### src/frodo_mem_params.svh
`ifndef FRODO_MEM_PARAMS_SVH
`define FRODO_MEM_PARAMS_SVH

////////////////////////////////////////////////////////////
// bank geometry
////////////////////////////////////////////////////////////

`define FM_LANES 8
`define FM_LANE_W 64
`define FM_DEPTH 512
`define FM_ELEM_W 16

////////////////////////////////////////////////////////////
// region layout, base rows
////////////////////////////////////////////////////////////

`define FM_OFF_SSSTATE 0
`define FM_OFF_RNG 6
`define FM_OFF_SALT 7
`define FM_OFF_SEEDSE 8
`define FM_OFF_PKH 9
`define FM_OFF_K 11
`define FM_OFF_B 12

// last element index of the cell regions
`define FM_LAST_SSSTATE 24
`define FM_LAST_RNG 7
`define FM_LAST_SALT 7
`define FM_LAST_SEEDSE 7
`define FM_LAST_PKH 3
`define FM_LAST_K 3

`endif

### src/frodo_mem_pkg.sv
`include "frodo_mem_params.svh"

package frodo_mem_pkg;

  typedef logic [8:0] row_t;
  typedef logic [13:0] elem_idx_t;
  typedef logic [7:0] lane_mask_t;
  typedef logic [4*`FM_ELEM_W-1:0] word_t; // four elements
  typedef logic [`FM_LANES*`FM_LANE_W-1:0] block_t;
  typedef logic [8:0] nblk_t;

  typedef enum logic [3:0] {
    am_idle,
    am_ssstate,
    am_rng,
    am_salt,
    am_seedse,
    am_pkh,
    am_k,
    am_b_row, // one 1x4 row word per step
    am_b_mat  // one 8x4 block per step
  } access_mode_t;

  ////////////////////////////////////////////////////////////
  // region tables
  ////////////////////////////////////////////////////////////

  function automatic row_t region_base(access_mode_t mode);
    case (mode)
      am_ssstate: return row_t'(`FM_OFF_SSSTATE);
      am_rng: return row_t'(`FM_OFF_RNG);
      am_salt: return row_t'(`FM_OFF_SALT);
      am_seedse: return row_t'(`FM_OFF_SEEDSE);
      am_pkh: return row_t'(`FM_OFF_PKH);
      am_k: return row_t'(`FM_OFF_K);
      am_b_row, am_b_mat: return row_t'(`FM_OFF_B);
      default: return '0;
    endcase
  endfunction

  function automatic elem_idx_t cell_last(access_mode_t mode);
    case (mode)
      am_ssstate: return elem_idx_t'(`FM_LAST_SSSTATE);
      am_rng: return elem_idx_t'(`FM_LAST_RNG);
      am_salt: return elem_idx_t'(`FM_LAST_SALT);
      am_seedse: return elem_idx_t'(`FM_LAST_SEEDSE);
      am_pkh: return elem_idx_t'(`FM_LAST_PKH);
      am_k: return elem_idx_t'(`FM_LAST_K);
      default: return '0;
    endcase
  endfunction

  ////////////////////////////////////////////////////////////
  // address mapping, shared by both ports
  ////////////////////////////////////////////////////////////

  function automatic row_t addr_row(access_mode_t mode, elem_idx_t index);
    row_t local_row;
    case (mode)
      am_idle: local_row = '0;
      am_b_row, am_b_mat: local_row = index[8:0]; // block column
      default: local_row = row_t'(index >> 3); // eight words per cell row
    endcase
    return region_base(mode) + local_row;
  endfunction

  function automatic lane_mask_t addr_lanes(access_mode_t mode, elem_idx_t index);
    case (mode)
      am_idle: return '0;
      am_b_mat: return '1;
      am_b_row: return lane_mask_t'(1) << index[11:9]; // row inside the block
      default: return lane_mask_t'(1) << index[2:0];
    endcase
  endfunction

  function automatic lane_mask_t addr_bytes(access_mode_t mode);
    return (mode == am_idle) ? '0 : '1;
  endfunction

  ////////////////////////////////////////////////////////////
  // index stepping
  ////////////////////////////////////////////////////////////

  function automatic elem_idx_t step_next(access_mode_t mode, elem_idx_t index,
                                          nblk_t num_blocks);
    nblk_t last_col;
    last_col = num_blocks - 1'b1;
    if (mode == am_b_row && index[8:0] == last_col) begin
      return {index[13:9] + 5'd1, 9'd0}; // wrap to next block row
    end
    return index + 1'b1;
  endfunction

  function automatic logic step_has_next(access_mode_t mode, elem_idx_t index,
                                         nblk_t num_blocks);
    nblk_t last_col;
    last_col = num_blocks - 1'b1;
    case (mode)
      am_idle: return 1'b0;
      am_b_row: return index != {5'd7, last_col};
      am_b_mat: return index != elem_idx_t'(last_col);
      default: return index != cell_last(mode);
    endcase
  endfunction

endpackage

### src/lane_bank_if.sv
`timescale 1ns/1ps

interface lane_bank_if;
  import frodo_mem_pkg::*;

  row_t index;
  lane_mask_t lane_en; // one bit per lane
  lane_mask_t byte_en; // byte mask inside each lane
  block_t wr_value;
  block_t rd_value; // masked, two cycles behind the request

  modport mapper (
    output index,
    output lane_en,
    output byte_en,
    output wr_value,
    input rd_value
  );

  modport bank (
    input index,
    input lane_en,
    input byte_en,
    input wr_value,
    output rd_value
  );

endinterface

### src/write_mapper.sv
`timescale 1ns/1ps
`include "frodo_mem_params.svh"

module write_mapper (
  input frodo_mem_pkg::access_mode_t i_mode,
  input frodo_mem_pkg::elem_idx_t i_index,
  input frodo_mem_pkg::nblk_t i_num_blocks,
  input frodo_mem_pkg::word_t i_word,
  input frodo_mem_pkg::block_t i_block,
  output frodo_mem_pkg::elem_idx_t o_index_next,
  output logic o_has_next,
  lane_bank_if.mapper bank
);
  import frodo_mem_pkg::*;

  logic wide_write;

  ////////////////////////////////////////////////////////////
  // bank controls
  ////////////////////////////////////////////////////////////

  assign bank.index = addr_row(i_mode, i_index);
  assign bank.lane_en = addr_lanes(i_mode, i_index); // idle writes nothing
  assign bank.byte_en = addr_bytes(i_mode);

  // word modes put the word on every lane, lane_en picks the target
  assign wide_write = (i_mode == am_b_mat);
  assign bank.wr_value = wide_write ? i_block : {`FM_LANES{i_word}};

  ////////////////////////////////////////////////////////////
  // index stepping
  ////////////////////////////////////////////////////////////

  assign o_index_next = step_next(i_mode, i_index, i_num_blocks);
  assign o_has_next = step_has_next(i_mode, i_index, i_num_blocks);

endmodule
### src/flat_wrapper.sv
// flat-port wrapper written by rule: the top's interface ports become plain ports
module write_mapper_flat import frodo_mem_pkg::*;
  (i_mode, i_index, i_num_blocks, i_word, i_block, o_index_next, o_has_next, bank_index, bank_lane_en, bank_byte_en, bank_wr_value, bank_rd_value);
  lane_bank_if bank_i ();
  input frodo_mem_pkg::access_mode_t i_mode;
  input frodo_mem_pkg::elem_idx_t i_index;
  input frodo_mem_pkg::nblk_t i_num_blocks;
  input frodo_mem_pkg::word_t i_word;
  input frodo_mem_pkg::block_t i_block;
  output frodo_mem_pkg::elem_idx_t o_index_next;
  output logic o_has_next;
  output wire logic [$bits(bank_i.index)-1:0] bank_index;
  output wire logic [$bits(bank_i.lane_en)-1:0] bank_lane_en;
  output wire logic [$bits(bank_i.byte_en)-1:0] bank_byte_en;
  output wire logic [$bits(bank_i.wr_value)-1:0] bank_wr_value;
  input wire logic [$bits(bank_i.rd_value)-1:0] bank_rd_value;
  assign bank_index = bank_i.index;
  assign bank_lane_en = bank_i.lane_en;
  assign bank_byte_en = bank_i.byte_en;
  assign bank_wr_value = bank_i.wr_value;
  assign bank_i.rd_value = bank_rd_value;
  write_mapper u_core (.i_mode(i_mode), .i_index(i_index), .i_num_blocks(i_num_blocks), .i_word(i_word), .i_block(i_block), .o_index_next(o_index_next), .o_has_next(o_has_next), .bank(bank_i));
endmodule
### config.mk
export PLATFORM = sky130hd
export DESIGN_NAME = write_mapper_flat
export DESIGN_NICKNAME = d
export VERILOG_FILES = /design/src/frodo_mem_pkg.sv /design/src/lane_bank_if.sv /design/src/write_mapper.sv /design/src/flat_wrapper.sv
export VERILOG_INCLUDE_DIRS = /design/src
export SDC_FILE = /design/constraint.sdc
export NUM_CORES = 1
export LEC_CHECK = 0
export CAP_MARGIN = 5
export CORE_AREA = 3 3 641 643
export DETAILED_ROUTE_END_ITERATION = 8
export DIE_AREA = 0 0 644 646
export DONT_BUFFER_PORTS = 1
export GPL_TIMING_DRIVEN = 0
export PLACE_DENSITY_LB_ADDON = 0.3
export SYNTH_ARGS = -nofsm -noshare
export SYNTH_HDL_FRONTEND = slang
export SYNTH_SLANG_ARGS = --single-unit
### constraint.sdc
create_clock -name vclk -period 6.5
set_input_delay 1.3 -clock vclk [all_inputs]
set_output_delay 1.3 -clock vclk [all_outputs]
set_load 0.01 [all_outputs]
==> qor.txt <==
status: complete, no violations
Gate Count Post-Synth: 976
Max Clk Rate: 163 MHz
post-route DRC violation count: 0
multi-input logic area: 5950 µm²
Cell Pwr Density: 88.7 nW/µm²
post-synth top area cell: a21o_1
Required @ worst endpoint: 5.20 ns
Via Count: 12.0k
DRT Pass-1 Iters: 6
Routed wire per std cell: 45.8 µm
post-route clock period utilization: 0.946
CP bufs+invs: 4
initial antenna violation count: 407
worst stage delay on the critical path: 0.80 ns
Core Area: 406,000 µm²
Leakage: 5.01 nW
Die W: 644 µm
Non-Filler Instances: 6,534
worst min path class: input port to output pin
post-layout util: 0.0346
first-pass GRT wire length: 322 mm
nets: 2,118
critical path fanouts, max: 10
Synth Area in Compound Gates: 0.655
critical-path cell list: inv_1, ha_1, clkbuf_1, and3_2, clkbuf_2, clkbuf_1, a21o_1
Area Overhead vs Synth: 114%
Post-DRT Antenna Nets: 0
Synth Area in XOR/XNOR: 0.0410
Layout clock buffers: 0
hpwl dp: 283 mm
crit end category: output pin
worst endpoint data arrival time: 4.85 ns
sequential-to-total area share from yosys stat: 0
vias in the first global route: 9,478
largest net degree at the start of global routing: 11
# placed instances: 6,420
Initial Util: 0.0162
delay-heaviest family, CP: buffers and inverters
post-synth top area share: 0.588
GR Util All Layers: 0.137
worst vdd ir: 0.0000716 V
worst setup path category: input port to output pin
max-slew violation count: 0
number of cell rows: 234
Final Hold Vio Count: 0
unrepaired setup endpoints after global routing: no
DR vias/cell: 1.83
drt total wl: 299 mm
crit start category: input port
largest family of logic cells by synthesized area: compound AO/OA/AOI/OAI gates
slowest CP cell: clkbuf_1
layout cells sized above 1: 0.0768
Finish-stage setup viols: 0
Worst-Margin Slew: 1.32 ns
MaxCap Viol Count: 0
total gr overflow: 0
Most Frequent Cell on Critical Path: clkbuf_1
sequential cells: 0
Syn Nets: 2,103
post-synthesis average cell area: 6.73 µm²
sequential cell area: 0 µm²
Mapped Area: 6570 µm²
Post-Synth Adder-Cell Area: 0.0240
top cells by count, synth: a21o_1, clkbuf_1, and2_1
relative slew slack: 0.121
Synth cell types: 59
Ys Warns: 0
Tmin final: 6.15 ns
IO buf count: 0
synth top area cells: a21o_1, clkbuf_1, and2_1
global placement routability congestion: 1.26
Die Y: 646 µm
CTS Hold Bufs: 0
IO Pins: 1,667
post-synthesis mux area share: 0.0221
Synth Area in Simple Gates: 0.158
count leader, synth: a21o_1
fill count: 48.6k
Die Footprint: 416,000 µm²
initial drt markers: 1,311
[through the flow]
step                hold slack [ns]  total power, W  area [µm²]  TNS, ns  setup slack [ns]
floorplan                      2.65        0.000482        6570        0              1.18
global route                   2.68         0.00131       13900        0            0.0449
finish                         2.67         0.00125       14000        0             0.352
global placement               2.67         0.00127       13400  -514.27             -2.15
detailed placement             2.67         0.00129       13700   -27.04            -0.530
CTS                            2.67         0.00130       13800        0            0.0879
[per-layer routing]
metal	GRT usage	vias up	share of wire
met5	0.00240	-	0.0065
met4	0.0438	266	0.040
met3	0.122	803	0.19
met2	0.203	1723	0.42
met1	0.138	5529	0.35
li1	-	3649	-
[layout make-up]
class | instances | share of cell area
tap | 5428 | 0.484
multi-input combinational | 810 | 0.424
buffer | 149 | 0.0448
timing repair buffer | 18 | 0.0239
antenna | 117 | 0.0208
inverter | 12 | 0.00321
[logic make-up after synthesis]
logic type      after synthesis
fa+ha+maj                    12
mux                          14
simple gates                181
compound gates              574
xor+xnor                     29
buf+inv                     166
[cell usage in the layout, fill, tap and decap left out, types with 3 or more instances in the layout]
cell / n
a21o_1: 514
diode_2: 117
clkbuf_1: 109
and2_1: 68
nor2_1: 30
clkbuf_2: 28
xnor2_1: 18
nand2_1: 17
o21ai_0: 16
nand3_1: 16
inv_1: 12
a21oi_1: 11
nor2b_1: 11
ha_1: 11
buf_4: 9
mux2i_1: 8
nor3_1: 7
xor2_1: 6
nand2b_1: 5
buf_12: 5
buf_16: 5
a22o_1: 4
a22oi_1: 4
o2111a_1: 4
nand4_1: 4
buf_8: 4
buf_1: 3
or2_2: 3
a32oi_1: 3
mux2_2: 3
buf_6: 3
[power by group]
| part | internal (W) | total (W) | switching, W |
|---|---|---|---|
| logic | 0.000226 | 0.00125 | 0.00102 |
| clock network | 0.00000000185 | 0.00000000185 | 0 |
| registers | 0 | 0 | 0 |
| total | 0.000226 | 0.00125 | 0.00102 |
[final timing paths]
kind,slack (ns),cells after the start,endpoint,start
worst min-delay path,2.67,1,o_index_next[0],i_index[0]
worst max-delay path,0.35,7,bank_wr_value[162],i_mode[0]
[timing repair]
item / CTS / global route
resized for setup: 5 / 0
pin swaps: 1 / 0
setup endpoints to repair: 146 / 4
buffers inserted: 2 / 0
Note: power is estimated with default switching activity, not from simulation.
